===== src/design/fetch_params.svh =====
`ifndef FETCH_PARAMS_SVH
`define FETCH_PARAMS_SVH

// ======================================================================
// Fetch front end sizing
// ======================================================================

// Address width of the fetch path
`define FETCH_XLEN 32

// Instruction memory depth in 32-bit words
// Indexed by PC bits above bit 1
`define IMEM_WORDS 256

// Direct-mapped BTB depth, power of two
`define BTB_ENTRIES 16

// First fetch address after reset
`define RESET_PC 32'h0000_0000

`endif


===== src/design/rv_isa_pkg.sv =====
`include "fetch_params.svh"

package rv_isa_pkg;

  // ====================================================================
  // ISA-level word types
  // ====================================================================

  // One 32-bit instruction word
  // Compressed encodings are not handled by this front end
  typedef logic [31:0] instr_t;

  // Byte address, width set by the fetch parameters
  typedef logic [`FETCH_XLEN-1:0] addr_t;

  // ====================================================================
  // Fixed encodings
  // ====================================================================

  // addi x0, x0, 0
  // Bubble placed in the IF/ID register on flush and reset
  localparam instr_t I_NOP = 32'h0000_0013;

endpackage


===== src/design/fetch_pc.sv =====
`timescale 1ns/1ns
`include "fetch_params.svh"

module fetch_pc (
  input  logic              clk,
  input  logic              rst_n,
  input  logic              ready,
  input  logic              redirect,
  input  rv_isa_pkg::addr_t redirect_pc,
  output rv_isa_pkg::addr_t pc,
  output logic              arvalid
);
  import rv_isa_pkg::*;

  addr_t pc_next;

  // ====================================================================
  // Next PC select
  // ====================================================================

  // Redirect wins over everything, even a stalled decode
  // Otherwise step one word per accepted fetch
  always_comb begin
    pc_next = pc;
    if (redirect) begin
      pc_next = redirect_pc;
    end else if (ready) begin
      pc_next = pc + addr_t'(4);
    end
  end

  // ====================================================================
  // PC register
  // ====================================================================

  always_ff @(posedge clk) begin
    if (!rst_n) begin
      pc <= `RESET_PC;
    end else begin
      pc <= pc_next;
    end
  end

  // Fetch strobe follows downstream ready
  // Memory and BTB see the current PC whenever this is high
  assign arvalid = ready;

endmodule


===== config.mk =====
export PLATFORM = sky130hd
export DESIGN_NAME = fetch_pc
export DESIGN_NICKNAME = d
export VERILOG_FILES = /design/src/design/rv_isa_pkg.sv /design/src/design/fetch_pc.sv
export VERILOG_INCLUDE_DIRS = /design/src /design/src/design
export SDC_FILE = /design/constraint.sdc
export NUM_CORES = 1
export LEC_CHECK = 0
export BUFFER_PORTS_ARGS = -buffer_cell sky130_fd_sc_hd__buf_2
export CAP_MARGIN = 20
export CORE_MARGIN = 4
export CORE_UTILIZATION = 51
export CTS_BUF_LIST = sky130_fd_sc_hd__clkbuf_8
export DETAILED_ROUTE_END_ITERATION = 6
export MAX_ROUTING_LAYER = met4
export PLACE_DENSITY = 0.85
export SKIP_LAST_GASP = 1
export SLEW_MARGIN = 10
export SYNTH_ARGS = -nofsm -noshare
export SYNTH_HDL_FRONTEND = slang
export SYNTH_SLANG_ARGS = --single-unit

===== constraint.sdc =====
create_clock -name clk -period 2.3 [get_ports clk]
set_input_delay 0.46 -clock clk [delete_from_list [all_inputs] [get_ports clk]]
set_output_delay 0.46 -clock clk [all_outputs]
set_load 0.05 [all_outputs]

Yosys cells after proc, flatten, opt, wreduce, memory -nomap -nowiden
Index checks and enable logic that the tools add are counted.

Register bits after elaboration: 32. Bits of input ports: 36. Word-level logic and storage cells: 5.

$add $sub $neg: 1. Multiplexer cells: 2. Reduce and logical (&&, ||, !) cells: 1.

Operators with widths (number): 32-bit 2-to-1 mux (2); 32-bit by 3-bit adder with 32-bit output (second input constant) (1); 2-bit nonzero test (1).

Longest topological paths before layout
Word-level depth: 3. Depth in mapped cells: 6.

Least setup slack after synthesis
No wires, ideal clock.

Kind: register to register. From: register pc[5]. To: register pc[22]. Library setup time: 86 ps. Arrival: 1994 ps. Data required time: 2214 ps. Setup slack: 221 ps. Cell stages (with the launch flop): 6. Period minus slack after synthesis: 2079 ps. Cells stage by stage: dfxtp_1 -> nand4_2 -> or3_1 -> buf_2 -> or3_1 -> a211oi_1.

Word-level cells in the longest chain between the ends: 3.

RTL lines: start: declaration (line fetch_pc.sv:10) `output rv_isa_pkg::addr_t pc,`; start signal: assignment (line fetch_pc.sv:38) `` pc <= `RESET_PC; ``; start signal: assignment (line fetch_pc.sv:40) `pc <= pc_next;`; 32-bit by 3-bit adder with 32-bit output (line fetch_pc.sv:28) `pc_next = pc + addr_t'(4);`; 32-bit 2-to-1 mux (line fetch_pc.sv:27) `end else if (ready) begin`; 32-bit 2-to-1 mux (line fetch_pc.sv:25) `if (redirect) begin`.

Every way passes these cells. The select of a mux whose other input is x is not followed. A chain may end at the register's enable or synchronous reset.

Worst setup path after layout
From: register pc[8]. To: register pc[22].

The elaborated chain is that of the path after synthesis.

==> out/qor.csv <==
metric,value,unit
path_class,reg2reg,
fin_area,2300,sq um
leakagePower,0.000924,uW
final_cell_mix,"68 x buf_2, 32 x dfxtp_1, 23 x o21ai_0",
slowest_stage,dfxtp_1,
worstPathArrival,2.19,ns
slowest_delay,0.54,ns
yosysWarnings,0,
p_switching,488,uW
vias,2092,
setup_ws,0.318,ns
skew,0.00567,ns
drc_errors,0,
fmax,0.505,GHz
yosysSeqAreaShare,34.2,%
port_buffers,68,
r2r-start,pc[8],
nets,332,
die_h,68.6,microns
grt_max_degree,24,
required,2.50,ns
r2r-end,pc[22],
ys_async_sr_fraction,0,%
ff2ff_setup_slack,0.32,ns
critPathMostFrequentCell,or3_1,
fillers,303,
synth_edf_count,0,
reg_top3,pc (32),
grt_pass1_wl,8.63,mm
cp_max_fo,10,
htreeDepth,2,
path_clk_slew,0.07,ns
ys_ff_latch,32,
worstMarginPinSlew,0.506,ns
avgViaCountPerCell,6.13,
final_layout_size_suffix_gt1_share,29.5,%
synth_top_area_cell,dfxtp_1,
multiInputGateArea,1140,sq um
die_w,68.6,microns
synth.avg_cell_area,8.00,sq um
numCtsBuffers,5,
synth-main-ff-cell,dfxtp_1,
wirelength,5.29,mm
crit_path_start_kind,register,
synth_area,1870,sq um
peakVddDrop,0.433,mV
start_util,54.4,%
yosysUniqueCellTypes,44,
gr-total-overflow,0,
syn_inst,234,
insertion_delay,0.29,ns
power.internal,888,uW
share_comb_of_total_power,23.2,%
end_kind,register,
slew_violations,0,
grt_pass1_vias,1911,
drt_pre_antenna_iters,5,
critical_path.cell_chain,"nand4_1, or3_1, or3_1, a211oi_1",
dr.first_iter.drc_count,170,
finalCritPeriodShare,86.2,%
diodes,0,
swShare,35.5,%
regMostFlops,pc,
worst_hold_startpoint,redirect_pc[0],
min_period,1.98,ns
routedWlPerCell,15.5,microns
drv_cap,0,
largest_reg_flops,32,
synthTopCellsByArea,"dfxtp_1 34%, o21ai_0 6.1%, nand4_1 5.0%, a31oi_1 3.7%, nand2_1 3.4%",
place_ws,0.385,ns
slew_headroom,65.9,%
r2r_cells,4,
core,3440,sq um
tns,0,ns
holdPathStages,3,
num_io_pins,69,
powerDensity,600,nW/um^2
clockBufferDepth,2,
status,"complete, no violations",
die_area,4700,sq um
drtAntennaViolNets,0,
power_frac_clock,29.5,%
hold_class,in2reg,
area_growth,22.7,%
postCtsSetupBuffers,0,
cts_hold_buf,0,
place_area,2220,sq um
grt_util_all_layers,24.7,%
min_to,pc[0],
seq_power_share,47.3,%
rsz0062_at_grt,no,
post-route-util,66.7,%
final-setup-viol-count,0,
crit_family,simple AND/OR/NAND/NOR gates,
cts_sinks,32,
hold_viol_final,0,
cts_root_buffer,clkbuf_8,
antenna_found_initial,0,
syn-num-nets,271,
place.gp.congestion,0.928,
ctsResizeCount,0,
cts_tree,done,
final_common_cell,buf_2,
rows,21,
fin_hold_ws,0.414,ns
seq_area,641,sq um
dp_hpwl,3.90,mm
path_buf_inv,0,
synth_top_area_share,34.2,%
==> synth_stat cells (8+ instances only) <==
master	count
nand3_1	8
a31oi_1	11
nor2_1	13
clkbuf_1	13
o21ai_0	23
nor4_1	8
a21oi_1	11
dfxtp_1	32
nand2_1	17
or4_1	8
o31ai_1	8
nand4_1	15
==> power groups by stage <==
stage                     Sequential, uW  Combinational (uW)  Clock, uW
after CTS                            649                 320        408
after global routing                 658                 346        421
after detailed placement             661                 319          0
after floorplan                      780                 104          0
after global placement               659                 315          0
final                                651                 319        406
==> cells by family after synthesis <==
logic type      after synthesis  synth area share, %
fa+ha+maj                     1                0.668
flops                        32                 34.2
buf+inv                      21                 4.75
simple gates                100                 31.4
xor+xnor                      9                 4.21
mux                           5                 2.67
compound gates               66                 22.1
==> through the flow <==
| stage | power (uW) | std cells |
|---|---|---|
| CTS | 1380 | 341 |
| global placement | 974 | 334 |
| global route | 1420 | 341 |
| floorplan | 884 | 234 |
| finish | 1380 | 341 |
| detailed placement | 980 | 334 |
==> worst max-delay path by stage <==
stage	start	endpoint	slack, ns	cells after the start
2_1_floorplan	pc[5]	pc[22]	0.22	5
3_3_place_gp	pc[8]	pc[22]	0.50	4
3_5_place_dp	pc[8]	pc[22]	0.39	4
4_1_cts	pc[8]	pc[22]	0.37	4
5_1_grt	pc[8]	pc[22]	0.23	4
6_report	pc[8]	pc[22]	0.32	4
==> worst reg2reg max path, cell delays in order (launching register included) <==
cell	delay (ns)
dfxtp_1	0.54
nand4_1	0.28
or3_1	0.51
or3_1	0.38
a211oi_1	0.20
==> layer usage <==
layer	track usage (%)	share of wire, %	wire length [microns]	vias to the layer above
met5	-	0	0	-
met4	9.43	1.4	76	0
met3	4.54	7.0	368	6
met2	38.6	46	2450	88
met1	31.6	45	2390	972
li1	-	-	-	1026
==> layout make-up <==
| class | instances | area share [%] |
|---|---|---|
| clock inverter | 2 | 0.381 |
| clock buffer | 5 | 3.00 |
| timing repair buffer | 71 | 15.8 |
| tap | 46 | 2.51 |
| inverter | 4 | 0.654 |
| sequential | 32 | 27.9 |
| multi-input combinational | 181 | 49.8 |
Power figures use the tool's default switching activity.
