### config.mk
export PLATFORM = sky130hd
export DESIGN_NAME = if_stage_flat
export DESIGN_NICKNAME = d
export VERILOG_FILES = /design/src/design/rv_isa_pkg.sv /design/src/design/fetch_pkg.sv /design/src/design/pred_if.sv /design/src/design/if_stage.sv /design/src/flat_wrapper.sv
export VERILOG_INCLUDE_DIRS = /design/src /design/src/design
export SDC_FILE = /design/constraint.sdc
export NUM_CORES = 1
export LEC_CHECK = 0
export ABC_CLOCK_PERIOD_IN_PS = 1770
export BUFFER_PORTS_ARGS = -buffer_cell sky130_fd_sc_hd__buf_2
export CAP_MARGIN = 15
export CORE_MARGIN = 3
export CORE_UTILIZATION = 43
export CTS_CLUSTER_DIAMETER = 200
export DETAILED_ROUTE_END_ITERATION = 8
export GPL_TIMING_DRIVEN = 0
export PLACE_DENSITY = 0.77
export SLEW_MARGIN = 20
export SYNTH_ARGS = -nofsm -noshare
export SYNTH_HDL_FRONTEND = slang
export SYNTH_SLANG_ARGS = --single-unit
### constraint.sdc
create_clock -name clk -period 1.77 [get_ports clk]
set_input_delay 0.177 -clock clk [delete_from_list [all_inputs] [get_ports clk]]
set_output_delay 0.177 -clock clk [all_outputs]
set_load 0.005 [all_outputs]
### src/design/fetch_params.svh
`ifndef FETCH_PARAMS_SVH
`define FETCH_PARAMS_SVH

// ======================================================================
// Fetch front end sizing
// ======================================================================

// Address width of the fetch path
`define FETCH_XLEN 32

// Instruction memory depth in 32-bit words
// Indexed by PC bits above bit 1
`define IMEM_WORDS 256

// Direct-mapped BTB depth, power of two
`define BTB_ENTRIES 16

// First fetch address after reset
`define RESET_PC 32'h0000_0000

`endif

### src/design/rv_isa_pkg.sv
`include "fetch_params.svh"

package rv_isa_pkg;

  // ====================================================================
  // ISA-level word types
  // ====================================================================

  // One 32-bit instruction word
  // Compressed encodings are not handled by this front end
  typedef logic [31:0] instr_t;

  // Byte address, width set by the fetch parameters
  typedef logic [`FETCH_XLEN-1:0] addr_t;

  // ====================================================================
  // Fixed encodings
  // ====================================================================

  // addi x0, x0, 0
  // Bubble placed in the IF/ID register on flush and reset
  localparam instr_t I_NOP = 32'h0000_0013;

endpackage

### src/design/fetch_pkg.sv
`include "fetch_params.svh"

package fetch_pkg;

  // ====================================================================
  // BTB geometry
  // ====================================================================

  // Index bits sit just above the two byte-offset bits
  localparam int BTB_IDX_W = $clog2(`BTB_ENTRIES);
  // Tag is every PC bit above the index
  localparam int BTB_TAG_W = `FETCH_XLEN - BTB_IDX_W - 2;

  typedef logic [BTB_IDX_W-1:0] btb_idx_t;
  typedef logic [BTB_TAG_W-1:0] btb_tag_t;

  // One stored BTB line
  typedef struct packed {
    logic              valid;
    btb_tag_t          tag;
    rv_isa_pkg::addr_t target;
    logic              taken;
    // Kept as a flag only, no return stack behind it
    logic              is_return;
  } btb_entry_t;

  // Prediction metadata carried alongside a fetched instruction
  typedef struct packed {
    logic              hit;
    logic              taken;
    rv_isa_pkg::addr_t target;
    logic              is_return;
  } pred_t;

  // Slice helpers so lookup and update agree on the PC split
  function automatic btb_idx_t btb_index(input rv_isa_pkg::addr_t addr);
    return addr[BTB_IDX_W+1:2];
  endfunction

  function automatic btb_tag_t btb_tag(input rv_isa_pkg::addr_t addr);
    return addr[`FETCH_XLEN-1:BTB_IDX_W+2];
  endfunction

endpackage

### src/design/pred_if.sv
`timescale 1ns/1ns

interface pred_if;
  import rv_isa_pkg::*;

  // BTB answer for the address looked up one cycle earlier
  logic  hit;
  logic  pred_taken;
  addr_t target;
  logic  is_return;

  // Producer side, registered in the BTB
  modport btb (
    output hit,
    output pred_taken,
    output target,
    output is_return
  );

  // Consumer side, folded into the IF/ID register
  modport if_stage (
    input hit,
    input pred_taken,
    input target,
    input is_return
  );

endinterface

### src/design/if_stage.sv
`timescale 1ns/1ns

module if_stage (
  input  logic               clk,
  input  logic               rst_n,
  input  logic               flush,
  input  rv_isa_pkg::instr_t rdata,
  input  logic               rvalid,
  input  rv_isa_pkg::addr_t  pc,
  pred_if.if_stage           pred,
  input  logic               m_ready,
  output logic               s_ready,
  output rv_isa_pkg::instr_t instr,
  output rv_isa_pkg::addr_t  pc_out,
  output rv_isa_pkg::addr_t  pc_plus4,
  output fetch_pkg::pred_t   pred_out,
  output logic               m_valid
);
  import rv_isa_pkg::*;
  import fetch_pkg::*;

  logic  flush_extend;
  logic  kill;
  addr_t pc_buf;
  pred_t pred_q;

  // Backpressure goes straight through to the sequencer
  assign s_ready = m_ready;

  // ====================================================================
  // Extended flush
  // ====================================================================

  // The word fetched on the redirect edge is the old sequential one
  // A second flush cycle drops it before it reaches decode
  always_ff @(posedge clk) begin
    if (!rst_n) begin
      flush_extend <= 1'b0;
    end else begin
      flush_extend <= flush;
    end
  end

  assign kill = !rst_n || flush || flush_extend;

  // ====================================================================
  // PC alignment
  // ====================================================================

  // Memory and BTB answer one cycle late, so the PC waits one cycle too
  always_ff @(posedge clk) begin
    if (m_ready) begin
      pc_buf <= pc;
    end
  end

  // ====================================================================
  // IF/ID register
  // ====================================================================

  // Bubble on kill, otherwise take the memory word on ready
  always_ff @(posedge clk) begin
    if (kill) begin
      instr <= I_NOP;
    end else if (m_ready) begin
      instr <= rdata;
    end
  end

  // Sets only when a fresh word arrives; stays set through stalls
  // Flush drops it regardless of ready
  always_ff @(posedge clk) begin
    if (kill) begin
      m_valid <= 1'b0;
    end else if (m_ready && rvalid) begin
      m_valid <= 1'b1;
    end
  end

  always_ff @(posedge clk) begin
    if (m_ready) begin
      pc_out   <= pc_buf;
      pc_plus4 <= pc_buf + addr_t'(4);
    end
  end

  // Prediction flags cleared with the bubble, target just follows
  always_ff @(posedge clk) begin
    if (m_ready) begin
      pred_q.target <= pred.target;
    end
    if (kill) begin
      pred_q.hit       <= 1'b0;
      pred_q.taken     <= 1'b0;
      pred_q.is_return <= 1'b0;
    end else if (m_ready) begin
      pred_q.hit       <= pred.hit;
      pred_q.taken     <= pred.pred_taken;
      pred_q.is_return <= pred.is_return;
    end
  end

  assign pred_out = pred_q;

endmodule

### src/flat_wrapper.sv
// flat-port wrapper written by rule: the top's interface ports become plain ports
module if_stage_flat import rv_isa_pkg::*; import fetch_pkg::*;
  (clk, rst_n, flush, rdata, rvalid, pc, m_ready, s_ready, instr, pc_out, pc_plus4, pred_out, m_valid, pred_hit, pred_pred_taken, pred_target, pred_is_return);
  pred_if pred_i ();
  input  logic clk;
  input  logic rst_n;
  input  logic flush;
  input  rv_isa_pkg::instr_t rdata;
  input  logic rvalid;
  input  rv_isa_pkg::addr_t pc;
  input  logic m_ready;
  output logic s_ready;
  output rv_isa_pkg::instr_t instr;
  output rv_isa_pkg::addr_t pc_out;
  output rv_isa_pkg::addr_t pc_plus4;
  output fetch_pkg::pred_t pred_out;
  output logic m_valid;
  input wire logic [$bits(pred_i.hit)-1:0] pred_hit;
  input wire logic [$bits(pred_i.pred_taken)-1:0] pred_pred_taken;
  input wire logic [$bits(pred_i.target)-1:0] pred_target;
  input wire logic [$bits(pred_i.is_return)-1:0] pred_is_return;
  assign pred_i.hit = pred_hit;
  assign pred_i.pred_taken = pred_pred_taken;
  assign pred_i.target = pred_target;
  assign pred_i.is_return = pred_is_return;
  if_stage u_core (.clk(clk), .rst_n(rst_n), .flush(flush), .rdata(rdata), .rvalid(rvalid), .pc(pc), .pred(pred_i), .m_ready(m_ready), .s_ready(s_ready), .instr(instr), .pc_out(pc_out), .pc_plus4(pc_plus4), .pred_out(pred_out), .m_valid(m_valid));
endmodule
# Word level (Yosys, flattened, before mapping)
# Index checks and enable logic that the tools add are counted.
[totals]
memories = 0
rom_bits = 0
ram_bits = 0
reg_bits = 165
inputBits = 104
out_inout_bits = 133
latch_bits = 0
[classes]
n_eq_ne = 0
n_mux = 0
addsub = 1
bitwise_logic = 0
n_div = 0
order_cmp = 0
n_mul = 0
shifts = 0
reduce_logical = 4
[op_table]
columns = ["operator", "count"]
rows = [
  ["$add 32x3->32 const B", 1],
  ["$logic_or 1x1->1", 2],
  ["$logic_and 1x1->1", 1],
  ["$logic_not 1->1", 1],
]

# Logic depth before layout (Yosys ltp)
[depth]
depth_word = 3
mapped_depth = 5
depth_no_buf = 5

# Least setup slack after synthesis
# OpenSTA, ideal clock, no wires.
[synth_path]
path_kind = "reg-to-reg"
start = "register u_core.pc_buf[4]"
end = "register u_core.pc_plus4[31] (data pin)"
setup_time_ps = 267
path_stages_with_launch = 6
n_path_buf = 1
path_slack_ps = -119
t_arrival_ps = 1621
path_cell_list = "edfxtp_1 nand4_2 or4_4 buf_6 nor4_2 xor2_1"
[synth_between]
elab_chain_cells = 1
[synth_rtl]
columns = ["element", "line", "source"]
rows = [
  ["start, declared", "if_stage.sv:24", "addr_t pc_buf;"],
  ["start signal, assigned", "if_stage.sv:53", "pc_buf <= pc;"],
  ["$add 32x3->32", "if_stage.sv:83", "pc_plus4 <= pc_buf + addr_t'(4);"],
  ["end signal, assigned", "if_stage.sv:83", ""],
  ["end, declared", "if_stage.sv:15", "output rv_isa_pkg::addr_t pc_plus4,"],
]
# No other way between the ends.
# A chain may end at the register's enable or synchronous reset.

# Worst setup path after layout
[layout_path]
start = "register u_core.pc_buf[2]"
end = "register u_core.pc_plus4[21] (data pin)"
# Same word-level chain as after synthesis.

==> out/qor.yml <==
status: "finished, violations left"
violations: "setup timing"
hold_viol: 0
start_util_pct: 44.6
synth_top_area_cell: "edfxtp_1"
via_count: 4172
synth.top_cell.area_share_pct: 66.5
crit_path_end_kind: "flop"
path_max_fanout: 7
overflow: 0
worstSetupStartpointType: "flop"
skew_ns: 0.00901
drc: 0
power_density_mw_per_mm2: 1030
rsz0062_at_grt: "yes"
ant_nets: 0
max-clock-path-buffers: 2
slew_headroom_pct: 68.8
drive_gt1_share_pct: 43.0
synth_area_leaders: "edfxtp_1 (66%), dfxtp_1 (13%), mux2i_1 (5.6%)"
final.setup.worst_slack_ns: -0.0306
vias_per_cell: 4.73
ir_drop_uv: 560
drv_slew: 0
fin_crit_sh_pct: 102
rows: 41
seq_area_frac_synth_pct: 79.5
coreArea_sq_mm: 0.0128
synth.distinct_cells: 30
synthesis.instances: 337
yosys_warnings: 0
worstPathCellList: "nand4_1 > or4_4 > buf_4 > nor2_2 > xor2_1"
clkTransAtPathRegs_ns: 0.07
drv_cap: 0
leakage_nw: 3.81
place_congestion: 0.767
drt-total-wl_microns: 15000
die_w_microns: 121
cp_num_buf_inv: 1
cts_tree: "done"
grt_pass1_vias: 4392
track_usage_pct: 20.5
die_h_microns: 121
area_delta_synth_final_pct: 55.6
firstDrtPassIters: 4
cp_top_family: "simple AND/OR/NAND/NOR gates"
clock_latency_ns: 0.42
syn_nets: 442
insertedDiodeCount: 0
worstPathArrival_ns: 1.96
fin_crit_ns: 1.80
ys_ff_latch: 163
numPortBuffers: 236
layout_common_cells: "buf_2 (239), edfxtp_1 (126), dlygate4sd3_1 (91)"
fmax_mhz: 555
antenna_found_initial: 0
avgSynthCellArea_sq_um: 16.9
num-nets-final: 802
slowest_delay_ns: 0.63
htree_num_levels: 4
cts_buffers: 17
setup_tns_ns: -0.114
dieArea_sq_mm: 0.0147
critical_path_class: "flop to flop"
hold_class: "input pin to flop"
holdWs_ns: 0.0141
syn_area_sq_mm: 0.00569
tightest_slew_ns: 0.467
dp_hpwl_microns: 9230
setup_violations: 6
ios: 237
cts.sink_count: 163
slowest_stage: "or4_4"
grt_max_degree: 75
routedWlPerCell_microns: 17.0
cts-root-buf: "clkbuf_16"
finalPower_w: 0.00913
grt_pass1_wl_microns: 22600
drtIter0Drc: 234
layout_commonest_cell: "buf_2"
cp.required_ns: 1.93
r2r_setup_slack_ns: -0.03
routing by layer:
layer / GRT usage, % / share of wire (%)
met2: 35.4 / 51
met1: 22.9 / 38
met4: 9.70 / 2.4
met5: 0 / 0
met3: 6.53 / 8.8
where the power goes:
part	internal, W	switching [W]	total (W)
clock	0.00233	0.00145	0.00378
combinational	0.000458	0.000357	0.000815
sequential	0.00441	0.000121	0.00453
total	0.00720	0.00193	0.00913
sequential cells by signal (all words and copies together) (netlist names):
name                 flops
u_core.pred_out         35
u_core.pc_out           30
u_core.pc_buf           32
u_core.m_valid           1
u_core.flush_extend      1
u_core.pc_plus4         32
u_core.instr            32
worst paths after layout:
check	depth (start not counted)	endpoint	startpoint
worst max-delay path	5	u_core.pc_plus4[21]	u_core.pc_buf[2]
worst min-delay path	3	u_core.instr[14]	rdata[14]
worst max register to register	5	u_core.pc_plus4[21]	u_core.pc_buf[2]
worst min register to register	0	u_core.pc_plus4[0]	u_core.pc_buf[0]
stage by stage:
step	instances	cell area (sq um)	worst slack [ns]	utilization (%)
after floorplan	337	5710	0.0164	-
after global placement	745	7110	-1.92	55.6
after detailed placement	746	7140	-0.762	55.9
after CTS	879	8780	-0.0798	68.8
after global routing	882	8850	-0.0811	69.3
final	882	8850	-0.0306	69.3
synth_stat cells:
master and count:
clkbuf_1 6, nor4_2 3, inv_1 4, nand3b_1 1
nor3_1 1, and2_1 4, xnor2_1 17, buf_6 1
nand4_2 1, nor2b_1 3, xor2_1 11, nand2_1 6
and4_2 1, edfxtp_1 126, or4_4 1, buf_1 3
nor2_1 42, nor4_1 1, a21oi_1 1, nand4_1 8
ha_1 1, dfxtp_1 37, and3_1 3, or3b_2 1
mux2i_1 32, buf_2 1, buf_4 3, a211o_1 3
and4_1 1, nand3_1 14
worst min-delay path, stage by stage:
cell	delay, ns
buf_2	0.08
mux2i_1	0.06
nor2_1	0.08
kinds of logic after synthesis:
group           count (synthesis)  share of synthesized area, %
buf+inv                        18                          1.54
mux                            32                          5.63
xor+xnor                       28                          4.31
simple gates                   91                          8.27
compound gates                  4                         0.550
fa+ha+maj                       1                         0.220
flops                         163                          79.5
area by class of cell:
class | count | area, sq um
Multi-Input combinational cell | 156 | 1140
Sequential cell | 163 | 4520
Tap cell | 172 | 215
Clock buffer | 21 | 504
Fill cell | 830 | 3920
Buffer | 11 | 57.6
Timing Repair Buffer | 344 | 2280
Clock inverter | 11 | 121
Inverter | 4 | 15.0
timing repair:
| action | 4_1_cts | 5_1_grt |
|---|---|---|
| endpoints found under the hold margin | 90 | 0 |
| hold buffers | 91 | 0 |
| gates resized for setup | 6 | 8 |
| pin swaps | 5 | 3 |
| setup buffers | 12 | 3 |
| cloned | 0 | 1 |
| setup endpoints to repair | 42 | 40 |
(Power assumes the default switching activity.)
