===== src/design/fetch_params.svh =====
`ifndef FETCH_PARAMS_SVH
`define FETCH_PARAMS_SVH

// ======================================================================
// Fetch front end sizing
// ======================================================================

// Address width of the fetch path
`define FETCH_XLEN 32

// Instruction memory depth in 32-bit words
// Indexed by PC bits above bit 1
`define IMEM_WORDS 256

// Direct-mapped BTB depth, power of two
`define BTB_ENTRIES 16

// First fetch address after reset
`define RESET_PC 32'h0000_0000

`endif


===== src/design/rv_isa_pkg.sv =====
`include "fetch_params.svh"

package rv_isa_pkg;

  // ====================================================================
  // ISA-level word types
  // ====================================================================

  // One 32-bit instruction word
  // Compressed encodings are not handled by this front end
  typedef logic [31:0] instr_t;

  // Byte address, width set by the fetch parameters
  typedef logic [`FETCH_XLEN-1:0] addr_t;

  // ====================================================================
  // Fixed encodings
  // ====================================================================

  // addi x0, x0, 0
  // Bubble placed in the IF/ID register on flush and reset
  localparam instr_t I_NOP = 32'h0000_0013;

endpackage


===== src/design/fetch_pkg.sv =====
`include "fetch_params.svh"

package fetch_pkg;

  // ====================================================================
  // BTB geometry
  // ====================================================================

  // Index bits sit just above the two byte-offset bits
  localparam int BTB_IDX_W = $clog2(`BTB_ENTRIES);
  // Tag is every PC bit above the index
  localparam int BTB_TAG_W = `FETCH_XLEN - BTB_IDX_W - 2;

  typedef logic [BTB_IDX_W-1:0] btb_idx_t;
  typedef logic [BTB_TAG_W-1:0] btb_tag_t;

  // One stored BTB line
  typedef struct packed {
    logic              valid;
    btb_tag_t          tag;
    rv_isa_pkg::addr_t target;
    logic              taken;
    // Kept as a flag only, no return stack behind it
    logic              is_return;
  } btb_entry_t;

  // Prediction metadata carried alongside a fetched instruction
  typedef struct packed {
    logic              hit;
    logic              taken;
    rv_isa_pkg::addr_t target;
    logic              is_return;
  } pred_t;

  // Slice helpers so lookup and update agree on the PC split
  function automatic btb_idx_t btb_index(input rv_isa_pkg::addr_t addr);
    return addr[BTB_IDX_W+1:2];
  endfunction

  function automatic btb_tag_t btb_tag(input rv_isa_pkg::addr_t addr);
    return addr[`FETCH_XLEN-1:BTB_IDX_W+2];
  endfunction

endpackage


===== src/design/pred_if.sv =====
`timescale 1ns/1ns

interface pred_if;
  import rv_isa_pkg::*;

  // BTB answer for the address looked up one cycle earlier
  logic  hit;
  logic  pred_taken;
  addr_t target;
  logic  is_return;

  // Producer side, registered in the BTB
  modport btb (
    output hit,
    output pred_taken,
    output target,
    output is_return
  );

  // Consumer side, folded into the IF/ID register
  modport if_stage (
    input hit,
    input pred_taken,
    input target,
    input is_return
  );

endinterface


===== src/design/btb.sv =====
`timescale 1ns/1ns
`include "fetch_params.svh"

module btb (
  input  logic              clk,
  input  logic              rst_n,
  input  logic              lookup_valid,
  input  rv_isa_pkg::addr_t lookup_pc,
  pred_if.btb               pred,
  input  logic              upd_en,
  input  rv_isa_pkg::addr_t upd_pc,
  input  rv_isa_pkg::addr_t upd_target,
  input  logic              upd_taken,
  input  logic              upd_is_return
);
  import fetch_pkg::*;

  btb_entry_t btb_mem [`BTB_ENTRIES];
  btb_entry_t lookup_entry;
  btb_entry_t upd_entry;
  btb_idx_t   upd_idx;
  logic       lookup_hit;

  // ====================================================================
  // Update port
  // ====================================================================

  // Whole line is rewritten, valid set
  assign upd_idx   = btb_index(upd_pc);
  assign upd_entry = '{
    valid:     1'b1,
    tag:       btb_tag(upd_pc),
    target:    upd_target,
    taken:     upd_taken,
    is_return: upd_is_return
  };

  // Only the valid bits are cleared, tags and targets are don't-care
  always_ff @(posedge clk) begin
    if (!rst_n) begin
      for (int i = 0; i < `BTB_ENTRIES; i++) begin
        btb_mem[i].valid <= 1'b0;
      end
    end else if (upd_en) begin
      btb_mem[upd_idx] <= upd_entry;
    end
  end

  // ====================================================================
  // Lookup
  // ====================================================================

  assign lookup_entry = btb_mem[btb_index(lookup_pc)];
  assign lookup_hit   = lookup_entry.valid && (lookup_entry.tag == btb_tag(lookup_pc));

  // Flags registered like memory rdata, held when no fetch strobe
  always_ff @(posedge clk) begin
    if (!rst_n) begin
      pred.hit        <= 1'b0;
      pred.pred_taken <= 1'b0;
      pred.is_return  <= 1'b0;
    end else if (lookup_valid) begin
      pred.hit        <= lookup_hit;
      pred.pred_taken <= lookup_hit && lookup_entry.taken;
      pred.is_return  <= lookup_hit && lookup_entry.is_return;
    end
  end

  // Target forced to zero on a miss so decode sees clean metadata
  always_ff @(posedge clk) begin
    if (lookup_valid) begin
      pred.target <= lookup_hit ? lookup_entry.target : '0;
    end
  end

endmodule


===== src/flat_wrapper.sv =====
// flat-port wrapper written by rule: the top's interface ports become plain ports
module btb_flat import fetch_pkg::*;
  (clk, rst_n, lookup_valid, lookup_pc, upd_en, upd_pc, upd_target, upd_taken, upd_is_return, pred_hit, pred_pred_taken, pred_target, pred_is_return);
  pred_if pred_i ();
  input  logic clk;
  input  logic rst_n;
  input  logic lookup_valid;
  input  rv_isa_pkg::addr_t lookup_pc;
  input  logic upd_en;
  input  rv_isa_pkg::addr_t upd_pc;
  input  rv_isa_pkg::addr_t upd_target;
  input  logic upd_taken;
  input  logic upd_is_return;
  output wire logic [$bits(pred_i.hit)-1:0] pred_hit;
  output wire logic [$bits(pred_i.pred_taken)-1:0] pred_pred_taken;
  output wire logic [$bits(pred_i.target)-1:0] pred_target;
  output wire logic [$bits(pred_i.is_return)-1:0] pred_is_return;
  assign pred_hit = pred_i.hit;
  assign pred_pred_taken = pred_i.pred_taken;
  assign pred_target = pred_i.target;
  assign pred_is_return = pred_i.is_return;
  btb u_core (.clk(clk), .rst_n(rst_n), .lookup_valid(lookup_valid), .lookup_pc(lookup_pc), .pred(pred_i), .upd_en(upd_en), .upd_pc(upd_pc), .upd_target(upd_target), .upd_taken(upd_taken), .upd_is_return(upd_is_return));
endmodule

===== config.mk =====
export PLATFORM = sky130hd
export DESIGN_NAME = btb_flat
export DESIGN_NICKNAME = d
export VERILOG_FILES = /design/src/design/rv_isa_pkg.sv /design/src/design/fetch_pkg.sv /design/src/design/pred_if.sv /design/src/design/btb.sv /design/src/flat_wrapper.sv
export VERILOG_INCLUDE_DIRS = /design/src /design/src/design
export SDC_FILE = /design/constraint.sdc
export NUM_CORES = 1
export LEC_CHECK = 0
export BUFFER_PORTS_ARGS = -buffer_cell sky130_fd_sc_hd__buf_2
export CORE_ASPECT_RATIO = 1.1
export CORE_MARGIN = 4
export CORE_UTILIZATION = 55
export DETAILED_ROUTE_END_ITERATION = 16
export PLACE_DENSITY = 0.73
export SLEW_MARGIN = 20
export SYNTH_ARGS = -nofsm -noshare
export SYNTH_HDL_FRONTEND = slang
export SYNTH_SLANG_ARGS = --single-unit

===== constraint.sdc =====
create_clock -name clk -period 7.12 [get_ports clk]
set_input_delay 0.356 -clock clk [delete_from_list [all_inputs] [get_ports clk]]
set_output_delay 0.356 -clock clk [all_outputs]
set_load 0.05 [all_outputs]

## After elaboration in Yosys (flattened, before gate mapping)

Memories as Yosys holds them, arrays and structs flattened.
Index checks and enable logic that the tools add are counted.

| cells by class | value |
|---|---|
| bitwise logic cells | 0 |
| multiplexer cells | 7 |
| reduce and logical (&&, ||, !) cells | 4 |
| shifts and indexed selects | 0 |
| eq/ne operators | 1 |
| add/sub/neg operators | 0 |
| multiply operators | 0 |
| magnitude comparators | 0 |
| div/mod/pow operators | 0 |

Operators with widths:

| kind | count |
|---|---|
| 61-bit 2-to-1 mux | 1 |
| 61-bit OR reduction | 1 |
| 26-bit equality test | 1 |
| 1-bit 2-to-1 mux | 4 |
| 4-bit 2-to-1 mux | 1 |
| 1-bit logical AND | 3 |
| 2-bit 2-to-1 mux | 1 |

| word-level totals | value |
|---|---|
| bits in writable memories | 976 |
| word-level logic and storage cells | 17 |
| bits of input ports | 102 |
| latch bits | 0 |
| flip-flop bits (word level) | 35 |
| memories | 1 |
| ROM bits | 0 |
| output and inout port bits | 35 |

Memory list:

| name | words | width | rd ports | clocked after memory_dff | write ports | RTL line | text |
|---|---|---|---|---|---|---|---|
| u_core.btb_mem | 16 | 61 | 1 | 0 | 16 | btb.sv:18 | `` btb_entry_t btb_mem [`BTB_ENTRIES]; `` |

## Depth between registers and ports, before layout

| depth | value |
|---|---|
| depth after elaboration | 5 |
| gate-level depth with buffers | 13 |
| depth with buffers taken out | 7 |

## Least setup slack after synthesis

OpenSTA, ideal clock, no wires.

| timing path | value |
|---|---|
| kind | input port to flip-flop |
| from | input port rst_n |
| to | memory u_core.btb_mem[0][0] in the netlist's numbering (enable) |
| cell stages on the path | 4 |
| required time | 6.565 ns |
| slack | 1.431 ns |
| arrival time | 5.134 ns |
| buffers on the path | 1 |
| cell sequence | clkbuf_1 nand2_1 or3_1 nor3_1 |

RTL lines:

| item | RTL line | text |
|---|---|---|
| start: declaration | flat_wrapper.sv:6 | `input logic rst_n;` |
| end: declaration | btb.sv:18 |  |

## Worst setup path after layout

| timing path | value |
|---|---|
| from | input port lookup_pc[3] |
| to | register u_core.pred.target[31], data pin |

| between the ends | value |
|---|---|
| word-level cells in the longest chain between the ends | 3 |

Ends and longest elaborated chain:

| item | RTL line | text |
|---|---|---|
| start: declaration | flat_wrapper.sv:8 | `input rv_isa_pkg::addr_t lookup_pc;` |
| memory read 16 x 61 bit * | n/a |  |
| 26-bit equality test | btb.sv:54 | `assign lookup_hit = lookup_entry.valid && (lookup_entry.tag == btb_tag(lookup_pc));` |
| 1-bit logical AND | btb.sv:54 |  |
| end: declaration | pred_if.sv:16 | `output target,` |

Mark *: on every way between the ends. The rest lies on a longest branch, timed or not.
A chain may end at the register's enable or synchronous reset.

==> results.json <==
{
  "worstRegToRegCells": 7,
  "pin_count": 137,
  "drt_iter0_markers": 2526,
  "via_per_inst": 6.38,
  "yosysSeqAreaShare_pct": 77.2,
  "postSynth.asyncResetShare_pct": 0,
  "period_share_pct": 59.7,
  "clock_skew_ns": 0.0277,
  "synth_top_area_share_pct": 76.2,
  "yosys-top-cells-area": "edfxtp_1 (76%), mux4_2 (15%), mux2i_1 (1.8%)",
  "numClockSinks": 1011,
  "core-area_um2": 70400,
  "hold_viol": 0,
  "yosysTopAreaCell": "edfxtp_1",
  "hold-path-endpoint": "u_core.btb_mem[9][0]",
  "grt_max_degree": 84,
  "ys_warn_count": 0,
  "num-fill-cells": 4713,
  "clkTransAtPathRegs_ns": 0.06,
  "setup_viol": 0,
  "cp-start-kind": "input port",
  "cts_tree": "yes",
  "min_period_ns": 4.25,
  "drcViolationCount": 0,
  "ant_nets": 0,
  "num_rows": 102,
  "fp.dieH_um": 288,
  "start_util_pct": 55.5,
  "hold_buffers": 0,
  "drt_first_pass_iters": 5,
  "port_buffers": 132,
  "ys.flop_type": "edfxtp_1",
  "tightest_slew_ns": 1.16,
  "drt-total-wl_mm": 86.2,
  "nets": 1978,
  "ff2ff_setup_slack_ns": 3.49,
  "grt_usage_pct": 23.4,
  "min_from": "upd_is_return",
  "grt_pass1_wl_mm": 128,
  "synth_seq_cells": 1011,
  "syn_inst": 1696,
  "status": "finished clean",
  "clockBufferDepth": 3,
  "ys_types": 55,
  "cts_buffers": 96,
  "avgSynthCellArea_um2": 23.0,
  "multiInputGateArea_um2": 8570,
  "syn_nets": 1798,
  "reg2reg_from": "u_core.btb_mem[7][56]",
  "drive_above_1_share_pct": 31.5,
  "min_path_cells": 1,
  "r2r_end": "u_core.pred.target[31]",
  "ff_latch_area_um2": 30200,
  "dieArea_um2": 75400,
  "fin_ws_ns": 2.87,
  "end_kind": "flip-flop",
  "fin_tns_setup_ns": 0,
  "insertion_delay_ns": 0.65,
  "slew_headroom_pct": 22.5,
  "leakagePower_nw": 14.2,
  "dpl.hpwl_mm": 44.4,
  "rsz0062_at_grt": "false",
  "antenna_found_initial": 10,
  "min_path_type": "in -> reg",
  "path_max_fanout": 76,
  "powerDensity_nw_per_um2": 281,
  "syn_to_final_growth_pct": 12.9,
  "place_worst_setup_slack_ns": 2.16,
  "final_cell_mix": "edfxtp_1 (992), mux4_2 (254), buf_2 (129), clkbuf_16 (99), mux2i_1 (71)",
  "netlist_area_um2": 39100,
  "timing.fmax_ghz": 0.235,
  "post_drt_wl_per_cell_um": 29.7,
  "crit_arrival_ns": 4.69,
  "htree_levels": 3,
  "grt_pass1_vias": 19251,
  "gp_congestion": 0.832,
  "cp.required_ns": 7.57,
  "path_class": "in -> reg",
  "drv_slew": 0,
  "die_w_um": 262,
  "max-vdd-ir-drop_mv": 0.186,
  "cts_resized": 0,
  "synth_edf_count": 992,
  "final_common_cell": "edfxtp_1",
  "vias": 18519,
  "grt_overflow": 0,
  "cts_root_buf": "clkbuf_16",
  "drv_cap": 0,
  "post-cts-setup-buffers": 0
}
[registers in the layout (all words and copies together), names as in the netlist]
signal / flops
u_core.pred.hit: 1
u_core.btb_mem: 976
u_core.pred.is_return: 1
u_core.pred.target: 32
u_core.pred.pred_taken: 1
[layout make-up]
| class | instances | share of cell area, % |
|---|---|---|
| clock buffer | 117 | 5.77 |
| timing repair buffer | 168 | 2.23 |
| inverter | 1 | 0.0113 |
| clock inverter | 61 | 1.49 |
| antenna | 9 | 0.0510 |
| multi-input combinational | 598 | 19.4 |
| sequential | 1011 | 68.4 |
| tap | 936 | 2.65 |
[synthesized netlist by cell type (all sizes together) (4+ instances only)]
master    n
a211oi    7
a21o     18
a22o      7
a22oi    20
and4      5
buf      60
clkbuf   26
dfxtp    19
edfxtp  992
mux2i    71
mux4    254
nand2    20
nand2b    5
nand3    10
nand3b    4
nand4    13
nand4b    4
nor2     21
nor2b     4
nor3     15
nor3b    33
nor4      7
o21ai     8
o31ai     4
or3      10
xnor2    14
xor2     13
[power by group]
group	switching, mW	internal (mW)	leakage [nW]
combinational	0.358	0.248	3.49
sequential	0.0197	6.61	9.13
clock	2.11	3.05	1.56
total	2.49	9.90	14.2
[worst max-delay path, cell delays in order]
cell and delay, ns:
buf_8 0.50, buf_4 0.77, mux4_2 0.59, mux2i_1 0.14, mux2i_1 0.10, xor2_1 0.23
nor4_1 0.40, nand4_4 0.89, nor3b_1 0.52
[through the flow]
step | cell area [um^2] | power [mW] | cells | util [%] | hold WS [ns]
after floorplan | 39100 | 7.14 | 1696 | - | 0.425
after global placement | 40900 | 7.34 | 2713 | 58.0 | 0.430
after detailed placement | 40900 | 7.36 | 2714 | 58.1 | 0.439
after CTS | 44100 | 12.5 | 2892 | 62.6 | 0.0541
after global routing | 44100 | 12.8 | 2893 | 62.6 | 0.0737
final | 44100 | 12.4 | 2901 | 62.6 | 0.0773
[worst max path at each step]
stage	end	from	slack, ns
3_3_place_gp	u_core.pred.target[0]	lookup_pc[3]	2.27
3_5_place_dp	u_core.pred.target[31]	lookup_pc[3]	2.16
5_1_grt	u_core.pred.target[0]	lookup_pc[3]	2.67
6_report	u_core.pred.target[31]	lookup_pc[3]	2.87
4_1_cts	u_core.pred.target[31]	lookup_pc[3]	2.79
2_1_floorplan	u_core.btb_mem[0][0]	rst_n	1.43
[logic make-up after synthesis]
group / synth area share (%)
AOI/OAI and AO/OA: 1.60
xor gates and xnor gates: 0.605
buffers and inverters: 1.18
DFF: 77.2
muxes: 16.5
and+or+nand+nor: 2.95
[routing by layer]
layer | track usage [%] | vias up | part of all wire, %
met1 | 33.9 | 9867 | 39
met2 | 37.7 | 890 | 50
li1 | - | 7626 | -
met5 | 0 | - | 0.031
met3 | 4.36 | 132 | 9.0
met4 | 5.72 | 4 | 2.1
(Power assumes the default switching activity.)
